File: config.mk
export PLATFORM = sky130hd
export DESIGN_NAME = periph_subsystem
export DESIGN_NICKNAME = d
export VERILOG_FILES = /design/src/common/periph_pkg.sv /design/src/bridge/periph_bridge.sv /design/src/hw/timer_channel.sv /design/src/hw/periph_return.sv /design/src/hw/periph_subsystem.sv
export VERILOG_INCLUDE_DIRS = /design/src /design/src/common
export SDC_FILE = /design/constraint.sdc
export NUM_CORES = 2
export LEC_CHECK = 0
export BUFFER_PORTS_ARGS = -buffer_cell sky130_fd_sc_hd__buf_2
export CAP_MARGIN = 20
export CORE_MARGIN = 5
export CORE_UTILIZATION = 60
export CTS_CLUSTER_SIZE = 24
export DETAILED_ROUTE_END_ITERATION = 8
export GPL_TIMING_DRIVEN = 0
export PLACE_DENSITY = 0.79
export SLEW_MARGIN = 25
export SYNTH_ARGS = -nofsm -noshare
export SYNTH_HDL_FRONTEND = slang
export SYNTH_SLANG_ARGS = --single-unit
File: constraint.sdc
create_clock -name clock -period 3.4 [get_ports clock]
set_clock_uncertainty 0.1 [all_clocks]
set_input_delay 0.17 -clock clock [delete_from_list [all_inputs] [get_ports clock]]
set_output_delay 0.17 -clock clock [all_outputs]
set_load 0.02 [all_outputs]
File: src/common/periph_defines.svh
`ifndef PERIPH_DEFINES_SVH
`define PERIPH_DEFINES_SVH

// Number of timer channels behind the bridge
`define PERIPH_CHANNELS 4

// Bus widths
`define PERIPH_DATA_W 32
`define PERIPH_ADDR_W 28

// Channel select field of the near-side address
`define PERIPH_CHAN_LSB 24
`define PERIPH_CHAN_MSB 27

// Register select field, word aligned
`define PERIPH_REG_LSB 2
`define PERIPH_REG_MSB 3

// Bits between the register and channel fields must be zero
`define PERIPH_ZERO_LSB (`PERIPH_REG_MSB + 1)
`define PERIPH_ZERO_MSB (`PERIPH_CHAN_LSB - 1)

`endif

File: src/common/periph_pkg.sv
`default_nettype none

`include "periph_defines.svh"

package periph_pkg;

	// ==================================================
	// Bus level types
	// ==================================================

	typedef logic [`PERIPH_DATA_W-1:0] word_t;

	// Wide enough to number every channel
	typedef logic [$clog2(`PERIPH_CHANNELS)-1:0] chan_id_t;

	// Register map of one timer channel
	typedef enum logic [1:0] {
		REG_CTRL    = 2'd0,
		REG_COMPARE = 2'd1,
		REG_COUNT   = 2'd2,
		REG_STATUS  = 2'd3
	} timer_reg_e;

	// ==================================================
	// Timer control word
	// ==================================================

	// Enable sits in bit 0, prescale in bits 10:3
	typedef struct packed {
		logic [20:0] reserved;
		logic [7:0]  prescale;
		logic        irq_enable;
		logic        auto_reload;
		logic        enable;
	} timer_ctrl_t;

	// Raw view for the bus, field view for the counter logic
	typedef union packed {
		word_t       raw;
		timer_ctrl_t fields;
	} timer_ctrl_u;

endpackage

`default_nettype wire

File: src/bridge/periph_bridge.sv
`default_nettype none

`include "periph_defines.svh"

module periph_bridge import periph_pkg::*; (
	input  wire                      clock,
	input  wire                      i_rst_n,

	// Near side
	input  wire                      i_request,
	input  wire                      i_rw,
	input  wire [`PERIPH_ADDR_W-1:0] i_address,
	input  word_t                    i_wdata,
	output word_t                    o_rdata,
	output logic                     o_ready,

	// Far side
	input  word_t                    i_far_rdata,
	input  wire                      i_far_ready,
	output logic                     o_far_strobe,
	output logic [`PERIPH_CHANNELS-1:0] o_far_select,
	output logic                     o_far_rw,
	output timer_reg_e               o_far_reg,
	output word_t                    o_far_wdata
);

	typedef enum logic [1:0] {
		ST_IDLE,
		ST_WAIT,
		ST_DONE
	} state_e;

	state_e state;

	logic [`PERIPH_CHAN_MSB-`PERIPH_CHAN_LSB:0] chan_field;
	logic                                       zero_bits_set;
	logic                                       mapped;
	logic [`PERIPH_CHANNELS-1:0]                select_next;

	// Stand-in for a channel response on unmapped accesses
	logic local_issue;
	logic local_ready;

	// ==================================================
	// Address decode
	// ==================================================

	assign chan_field    = i_address[`PERIPH_CHAN_MSB:`PERIPH_CHAN_LSB];
	assign zero_bits_set = |i_address[`PERIPH_ZERO_MSB:`PERIPH_ZERO_LSB];
	assign mapped        = !zero_bits_set && (chan_field < `PERIPH_CHANNELS);

	always_comb begin
		for (int i = 0; i < `PERIPH_CHANNELS; i++) begin
			select_next[i] = mapped && (chan_field == i);
		end
	end

	// ==================================================
	// Request FSM
	// ==================================================

	always_ff @(posedge clock) begin
		if (!i_rst_n) begin
			state        <= ST_IDLE;
			o_far_strobe <= 1'b0;
			o_far_select <= '0;
			local_issue  <= 1'b0;
			local_ready  <= 1'b0;
			o_ready      <= 1'b0;
		end else begin
			// Pulses default low
			o_far_strobe <= 1'b0;
			local_issue  <= 1'b0;
			local_ready  <= local_issue;
			o_ready      <= 1'b0;

			case (state)
				ST_IDLE: begin
					if (i_request) begin
						o_far_select <= select_next;
						// Unmapped writes never reach a channel
						o_far_strobe <= mapped;
						local_issue  <= !mapped;
						state        <= ST_WAIT;
					end
				end
				ST_WAIT: begin
					if (i_far_ready || local_ready) begin
						o_ready <= 1'b1;
						state   <= ST_DONE;
					end
				end
				ST_DONE: begin
					// Master drops the request while o_ready is seen
					state <= ST_IDLE;
				end
				default: state <= ST_IDLE;
			endcase
		end
	end

	// Captured request and returned data
	always_ff @(posedge clock) begin
		if (state == ST_IDLE && i_request) begin
			o_far_rw    <= i_rw;
			o_far_reg   <= timer_reg_e'(i_address[`PERIPH_REG_MSB:`PERIPH_REG_LSB]);
			o_far_wdata <= i_wdata;
		end
		if (state == ST_WAIT && (i_far_ready || local_ready)) begin
			o_rdata <= local_ready ? '0 : i_far_rdata;
		end
	end

endmodule

`default_nettype wire

File: src/hw/timer_channel.sv
`default_nettype none

`include "periph_defines.svh"

module timer_channel import periph_pkg::*; (
	input  wire        clock,
	input  wire        i_rst_n,

	// Far bus slice for this channel
	input  wire        i_strobe,
	input  wire        i_select,
	input  wire        i_rw,
	input  timer_reg_e i_reg,
	input  word_t      i_wdata,
	output word_t      o_rdata,
	output logic       o_ready,

	output logic       o_irq
);

	timer_ctrl_u ctrl;
	word_t       compare;
	word_t       count;
	logic        pending;
	logic [7:0]  prescale_cnt;

	logic        access;
	logic        write;
	logic        tick;
	word_t       read_word;

	assign access = i_strobe && i_select;
	assign write  = access && i_rw;

	// One tick every prescale+1 enabled cycles
	assign tick = ctrl.fields.enable && (prescale_cnt == ctrl.fields.prescale);

	assign o_irq = pending && ctrl.fields.irq_enable;

	// ==================================================
	// Prescaler
	// ==================================================

	always_ff @(posedge clock) begin
		if (!i_rst_n) begin
			prescale_cnt <= '0;
		end else if (!ctrl.fields.enable || tick) begin
			prescale_cnt <= '0;
		end else begin
			prescale_cnt <= prescale_cnt + 8'd1;
		end
	end

	// ==================================================
	// Counter and registers
	// ==================================================

	always_ff @(posedge clock) begin
		if (!i_rst_n) begin
			ctrl    <= '0;
			compare <= '0;
			count   <= '0;
			pending <= 1'b0;
		end else begin
			if (tick) begin
				if (count == compare) begin
					pending <= 1'b1;
					if (ctrl.fields.auto_reload) begin
						count <= '0;
					end else begin
						// One-shot stops here
						ctrl.fields.enable <= 1'b0;
					end
				end else begin
					count <= count + 1'b1;
				end
			end

			// Bus write wins over the tick for the same register
			if (write) begin
				case (i_reg)
					REG_CTRL:    ctrl.raw <= i_wdata;
					REG_COMPARE: compare  <= i_wdata;
					REG_COUNT:   count    <= i_wdata;
					REG_STATUS: begin
						if (i_wdata[0]) begin
							pending <= 1'b0;
						end
					end
					default: ;
				endcase
			end
		end
	end

	// ==================================================
	// Read response
	// ==================================================

	always_comb begin
		case (i_reg)
			REG_CTRL:    read_word = ctrl.raw;
			REG_COMPARE: read_word = compare;
			REG_COUNT:   read_word = count;
			REG_STATUS:  read_word = word_t'(pending);
			default:     read_word = '0;
		endcase
	end

	// Zero data outside a read response so the return OR stays clean
	always_ff @(posedge clock) begin
		if (!i_rst_n) begin
			o_ready <= 1'b0;
			o_rdata <= '0;
		end else begin
			o_ready <= access;
			o_rdata <= (access && !i_rw) ? read_word : '0;
		end
	end

endmodule

`default_nettype wire

File: src/hw/periph_return.sv
`default_nettype none

`include "periph_defines.svh"

module periph_return import periph_pkg::*; (
	input  wire                                clock,
	input  wire                                i_rst_n,

	// Channel responses
	input  word_t [`PERIPH_CHANNELS-1:0]       i_chan_rdata,
	input  wire   [`PERIPH_CHANNELS-1:0]       i_chan_ready,
	input  wire   [`PERIPH_CHANNELS-1:0]       i_chan_irq,

	// Back to the bridge
	output word_t                              o_far_rdata,
	output logic                               o_far_ready,

	// Combined interrupt
	output logic                               o_interrupt,
	output chan_id_t                           o_irq_id
);

	chan_id_t irq_id_next;

	// ==================================================
	// Response merge
	// ==================================================

	// Idle channels drive zero, so a plain OR is enough
	always_comb begin
		o_far_rdata = '0;
		for (int i = 0; i < `PERIPH_CHANNELS; i++) begin
			o_far_rdata = o_far_rdata | i_chan_rdata[i];
		end
	end

	assign o_far_ready = |i_chan_ready;

	// ==================================================
	// Interrupt combine
	// ==================================================

	// Lowest numbered pending channel wins
	always_comb begin
		irq_id_next = '0;
		for (int i = `PERIPH_CHANNELS - 1; i >= 0; i--) begin
			if (i_chan_irq[i]) begin
				irq_id_next = chan_id_t'(i);
			end
		end
	end

	always_ff @(posedge clock) begin
		if (!i_rst_n) begin
			o_interrupt <= 1'b0;
			o_irq_id    <= '0;
		end else begin
			o_interrupt <= |i_chan_irq;
			o_irq_id    <= irq_id_next;
		end
	end

endmodule

`default_nettype wire

File: src/hw/periph_subsystem.sv
`default_nettype none

`include "periph_defines.svh"

module periph_subsystem import periph_pkg::*; (
	input  wire                      clock,
	input  wire                      i_rst_n,

	// Near-side bus
	input  wire                      i_request,
	input  wire                      i_rw,
	input  wire [`PERIPH_ADDR_W-1:0] i_address,
	input  word_t                    i_wdata,
	output word_t                    o_rdata,
	output logic                     o_ready,

	// Interrupt to the CPU
	output logic                     o_interrupt,
	output chan_id_t                 o_irq_id
);

	// Far bus
	logic                        far_strobe;
	logic [`PERIPH_CHANNELS-1:0] far_select;
	logic                        far_rw;
	timer_reg_e                  far_reg;
	word_t                       far_wdata;
	word_t                       far_rdata;
	logic                        far_ready;

	// Per channel responses
	word_t [`PERIPH_CHANNELS-1:0] chan_rdata;
	logic  [`PERIPH_CHANNELS-1:0] chan_ready;
	logic  [`PERIPH_CHANNELS-1:0] chan_irq;

	// ==================================================
	// Bridge
	// ==================================================

	periph_bridge periph_bridge_inst (
		.clock        (clock),
		.i_rst_n      (i_rst_n),
		.i_request    (i_request),
		.i_rw         (i_rw),
		.i_address    (i_address),
		.i_wdata      (i_wdata),
		.o_rdata      (o_rdata),
		.o_ready      (o_ready),
		.i_far_rdata  (far_rdata),
		.i_far_ready  (far_ready),
		.o_far_strobe (far_strobe),
		.o_far_select (far_select),
		.o_far_rw     (far_rw),
		.o_far_reg    (far_reg),
		.o_far_wdata  (far_wdata)
	);

	// ==================================================
	// Timer channels
	// ==================================================

	for (genvar g = 0; g < `PERIPH_CHANNELS; g++) begin : gen_chan
		timer_channel timer_channel_inst (
			.clock    (clock),
			.i_rst_n  (i_rst_n),
			.i_strobe (far_strobe),
			.i_select (far_select[g]),
			.i_rw     (far_rw),
			.i_reg    (far_reg),
			.i_wdata  (far_wdata),
			.o_rdata  (chan_rdata[g]),
			.o_ready  (chan_ready[g]),
			.o_irq    (chan_irq[g])
		);
	end

	// Response and interrupt collection
	periph_return periph_return_inst (
		.clock        (clock),
		.i_rst_n      (i_rst_n),
		.i_chan_rdata (chan_rdata),
		.i_chan_ready (chan_ready),
		.i_chan_irq   (chan_irq),
		.o_far_rdata  (far_rdata),
		.o_far_ready  (far_ready),
		.o_interrupt  (o_interrupt),
		.o_irq_id     (o_irq_id)
	);

endmodule

`default_nettype wire

# Yosys cells after proc, flatten, opt, wreduce, memory -nomap -nowiden
# Index checks and enable logic that the tools add are counted.
# W data, S select, Z words.
[totals]
register_bits = 632
in_bits = 64
out_inout_bits = 36
[classes]
n_reduce_logical = 67
n_lt_le_gt_ge = 1
muxes = 71
bitwise = 4
n_eq_ne = 17
n_addsub = 8
[op_table]
columns = ["operator", "n"]
rows = [
  ["$mux W32", 20],
  ["$pmux W32 S4", 4],
  ["$add A32 B1 Y32 const B", 4],
  ["$eq A32 B32 Y1", 4],
  ["$or A32 B32 Y32", 3],
  ["$mux W1", 42],
  ["$add A8 B1 Y8 const B", 4],
  ["$eq A8 B8 Y1", 4],
  ["$reduce_and A2 Y1", 15],
  ["$logic_and A1 B1 Y1", 27],
  ["$reduce_or A20 Y1", 1],
  ["$reduce_or A2 Y1", 5],
  ["$eq A4 B2 Y1 const B", 2],
  ["$mux W2", 4],
  ["$reduce_or A4 Y1", 2],
  ["$logic_not A1 Y1", 7],
  ["$logic_or A1 B1 Y1", 5],
  ["$eq A2 B1 Y1 const B", 2],
  ["$eq A2 B2 Y1 const B", 2],
  ["$eq A4 B1 Y1 const B", 1],
  ["$logic_not A2 Y1", 2],
  ["$logic_not A4 Y1", 1],
  ["$lt A4 B3 Y1 const B", 1],
  ["$pmux W2 S2", 1],
  ["other kinds (5)", 5],
]

# Logic depth before layout (Yosys ltp)
[depth]
word_depth = 6
depth_mapped = 10
mapped_depth_nobuf = 8

# Modules after synthesis
# A second synthesis with hierarchy kept.
[unflattened]
cells_unflattened = 3517
area_unflattened_um2 = 29590.9
[by_module_without_submodules]
columns = ["module", "area_per_inst_um2", "n_inst", "seq_area_each_um2", "cells_each"]
rows = [
  ["timer_channel at gen_chan[0].timer_channel_inst ...", 6650.1, 2, 2762.6, 831],
  ["timer_channel at gen_chan[3].timer_channel_inst", 6698.9, 1, 2762.6, 840],
  ["timer_channel at gen_chan[2].timer_channel_inst", 6550.0, 1, 2762.6, 826],
  ["periph_bridge", 2692.6, 1, 2212.1, 146],
  ["periph_return", 349.1, 1, 60.1, 43],
]

# Least setup slack after synthesis
# OpenSTA, ideal clock, no wires.
[synth_timing]
path_kind = "flip-flop to flip-flop"
start = "register periph_bridge_inst.local_ready"
end = "register periph_bridge_inst.o_rdata[0] (enable)"
required_ns = 2.866
arrival_time_ns = 2.169
setup_slack_ns = 0.697
period_less_slack_ns = 2.703
setup_time_ns = 0.434
path_stages_with_launch = 4
cell_sequence = "dfxtp_1 > clkbuf_1 > nor2_1 > a21oi_1"
[synth_via]
elab_chain_len = 2
[synth_lines]
columns = ["element", "line_no", "text"]
rows = [
  ["start, declared", "periph_bridge.sv:42", "logic local_ready;"],
  ["start signal, assigned", "periph_bridge.sv:74", "local_ready <= local_issue;"],
  ["$logic_or A1 B1 Y1", "periph_bridge.sv:109", "if (state == ST_WAIT && (i_far_ready || local_ready)) begin"],
  ["$logic_and A1 B1 Y1", "periph_bridge.sv:109", ""],
  ["end signal, assigned", "periph_bridge.sv:110", "o_rdata <= local_ready ? '0 : i_far_rdata;"],
  ["end, declared", "periph_bridge.sv:14", "output word_t o_rdata,"],
]
# No other way between the ends.
# A chain may end at the register's enable or synchronous reset.

# Worst setup path after layout
[layout_timing]
start = "register periph_bridge_inst.o_far_reg[0]"
end = "register gen_chan[2].timer_channel_inst.o_rdata[9]"
[layout_via]
elab_chain_len = 2
word_cells_on_any_way = 5
[layout_lines]
columns = ["element", "line_no", "text"]
rows = [
  ["start, declared", "periph_bridge.sv:23", "output timer_reg_e o_far_reg,"],
  ["start signal, assigned", "periph_bridge.sv:106", "o_far_reg <= timer_reg_e'(i_address[`PERIPH_REG_MSB:`PERIPH_REG_LSB]);"],
  ["$eq A2 B2 Y1, or another cell as far along", "timer_channel.sv:101", "case (i_reg)"],
  ["$pmux W32 S4 (*)", "timer_channel.sv:101", ""],
  ["end signal, assigned", "timer_channel.sv:117", "o_rdata <= (access && !i_rw) ? read_word : '0;"],
  ["end, declared", "timer_channel.sv:15", "output word_t o_rdata,"],
]
# Mark *: on every way between the ends. The rest lies on a longest branch, timed or not.

==> results.json <==
{
  "synth_area_per_cell_um2": 8.13,
  "ctsRootBufferMaster": "clkbuf_16",
  "swShare": 0.236,
  "routedWlPerCell_um": 25.9,
  "hpwl_um": 82100,
  "via_per_inst": 6.50,
  "synth_seq_cells": 632,
  "initial_utilization": 0.606,
  "ant_nets": 0,
  "worstPathRequired_ns": 3.78,
  "syn-num-nets": 3626,
  "htreeDepth": 3,
  "rsz0062_at_grt": "false",
  "routed_wirelength_um": 115000,
  "period_share": 0.999,
  "finalWorstSetupSlack_ns": 0.00234,
  "first_pass_iters": 7,
  "ys_seq_area_frac": 0.461,
  "critPathKind": "reg -> reg",
  "async_flop_share": 0,
  "area_growth_syn_to_layout_pct": 14.2,
  "syn_inst": 3554,
  "comb_power_share": 0.046,
  "status": "completed",
  "final_cell_area_um2": 33000,
  "peakVddDrop_mv": 0.444,
  "die_w_um": 229,
  "clk_pin_slew_ns": 0.06,
  "grt_start_max_net_pins": 39,
  "vias": 28800,
  "pre_cts_ws_ns": -0.429,
  "drt_iter0_drc": 5508,
  "finalCriticalPeriod_ns": 3.40,
  "slew_viol_final": 0,
  "track_usage": 0.418,
  "io_pins": 100,
  "numPortBuffers": 97,
  "grt_pass1_wl_um": 166000,
  "p_switching_mw": 3.79,
  "syn-cell-area_um2": 28900,
  "postPlaceCellArea_um2": 30200,
  "nets": 3838,
  "postCtsSetupRepairBufs": 0,
  "yosys.area.top_type": "dfxtp_1",
  "tightest_slew_ns": 1.21,
  "start_kind": "register",
  "cellLeakagePower_nw": 11.6,
  "maxSlewHeadroom": 0.195,
  "numCtsBuffers": 66,
  "gr-total-overflow": 0,
  "endpoint_kind": "register",
  "gp_congestion": 1.07,
  "cts_tree": "done",
  "critPathMaxFanout": 10,
  "clkSinkCount": 632,
  "ys_types": 79,
  "synth_top_area_share": 0.392,
  "core_um2": 47600,
  "yosysWarnings": 0,
  "final_core_util": 0.692,
  "clk-insertion-delay-late_ns": 0.63,
  "power_density_nw_per_um2": 486,
  "antenna_found_initial": 5,
  "p_clk_frac": 0.478,
  "drv_cap": 0,
  "synthFlopType": "dfxtp_1",
  "die_area_um2": 52600,
  "post-route-drc-count": 0,
  "die_y_um": 229,
  "drive_gt1_frac": 0.0744,
  "hold_class": "in -> reg",
  "fp-row-count": 80,
  "grt_pass1_vias": 25800,
  "internal_power_mw": 12.2,
  "max_freq_mhz": 294,
  "final_hold_viol_count": 0,
  "timing.hold.ws_ns": 0.0875,
  "setup_viol": 0,
  "ys_top_cells_by_area": "dfxtp_1 39%, nand2_1 8.4%, a21oi_1 8.3%",
  "clock_path_buffers": 3,
  "setup_tns_ns": 0,
  "synth_enable_flop_cells": 67,
  "worst_ep_arrival_time_ns": 3.78,
  "power_frac_seq": 0.476
}
-- worst max-delay path, stage by stage (launching register included) --
cell and delay [ns]:
edfxtp_1 0.42, clkbuf_1 0.62, clkbuf_2 0.60, buf_1 0.75
mux2i_1 0.26, nor2_1 0.06, a21oi_1 0.32, nor2_1 0.11
-- cells in the final DEF, fill, tap and decap left out, types with 8 or more instances in the layout --
cell type and n:
nor4_1 71, or4_1 8, xnor2_1 147, nand3_1 99, clkbuf_1 229, or3_1 11
edfxtp_1 67, mux2i_1 132, a221oi_1 10, xor2_1 62, o21ai_0 142, a21oi_1 479
dlygate4sd3_1 44, clkinv_1 8, and3_1 57, nor3_1 49, and4_1 20, buf_2 111
clkbuf_16 71, ha_1 8, nor2_1 382, nor2b_1 9, inv_1 20, a22oi_1 10
buf_1 21, a31oi_1 21, nand4_1 64, nor3b_1 8, and2_1 29, nand2b_1 15
dfxtp_1 565, nand2_1 649, clkbuf_2 29, clkbuf_8 8
-- through the flow --
step	total power [mW]	cells
2_1_floorplan	8.04	3554
3_3_place_gp	8.42	4266
3_5_place_dp	8.43	4269
4_1_cts	15.9	4433
5_1_grt	16.3	4433
6_report	16.0	4434
-- kinds of logic (layout without fill, tap and decap cells) --
logic type / count (synthesis) / after routing / synth area share
AND/OR/NAND/NOR: 1498 / 1498 / 0.234
multiplexers: 142 / 142 / 0.0512
flip-flops: 632 / 632 / 0.461
AO/OA/AOI/OAI: 756 / 756 / 0.145
adder cells (fa/ha/maj): 8 / 8 / 0.00347
buffers and inverters: 309 / 573 / 0.0415
XOR/XNOR: 209 / 209 / 0.0634
other: 0 / 1 / 0
-- synthesized netlist by cell type (11+ instances only) --
master / instances
a21oi_1: 480
a31oi_1: 21
and2_1: 29
and3_1: 57
and4_1: 20
buf_1: 25
buf_2: 14
clkbuf_1: 243
dfxtp_1: 565
edfxtp_1: 67
inv_1: 21
mux2i_1: 132
nand2_1: 649
nand2b_1: 15
nand3_1: 99
nand4_1: 64
nor2_1: 382
nor3_1: 51
nor4_1: 72
o21ai_0: 142
or3_1: 11
xnor2_1: 147
xor2_1: 62
-- path summary, 6_finish.rpt --
path	end	slack, ns	from	cells past startpoint
max	gen_chan[2].timer_channel_inst.o_rdata[9]	0.002	periph_bridge_inst.o_far_reg[0]	7
min	gen_chan[0].timer_channel_inst.o_rdata[0]	0.09	i_rst_n	4
max reg2reg	gen_chan[2].timer_channel_inst.o_rdata[9]	0.002	periph_bridge_inst.o_far_reg[0]	7
min reg2reg	periph_bridge_inst.local_ready	0.34	periph_bridge_inst.local_issue	1
-- cell type report --
cell class / count / area [µm²]
diodes: 1 / 2.50
clock inverters: 30 / 340
clock buffers: 90 / 1930
multi-input cells: 2613 / 14400
inverters: 21 / 81.3
plain buffers: 287 / 1150
flip-flops and latches: 632 / 13300
fillers: 3892 / 14700
well taps: 615 / 769
repair buffers: 145 / 991
-- metal layers --
layer	routed length [µm]	up-vias	global-route usage
met1	42800	13300	0.568
met5	70	-	0
met2	44600	2270	0.569
li1	-	12700	-
met3	18000	530	0.143
met4	9400	8	0.260
-- repair_timing --
item                                   4_1_cts  5_1_grt
gates resized for setup                      4        6
setup endpoints to repair                   85       20
hold buffers                                44        0
pin swaps                                    0        0
endpoints found under the hold margin       41        0
-- power groups by stage --
stage,clock (mW),sequential [mW],combinational [mW]
3_5_place_dp,0,7.79,0.637
3_3_place_gp,0,7.79,0.625
2_1_floorplan,0,7.74,0.294
4_1_cts,7.61,7.62,0.676
6_report,7.67,7.63,0.730
5_1_grt,7.94,7.62,0.721
Power figures use the tool's default switching activity.
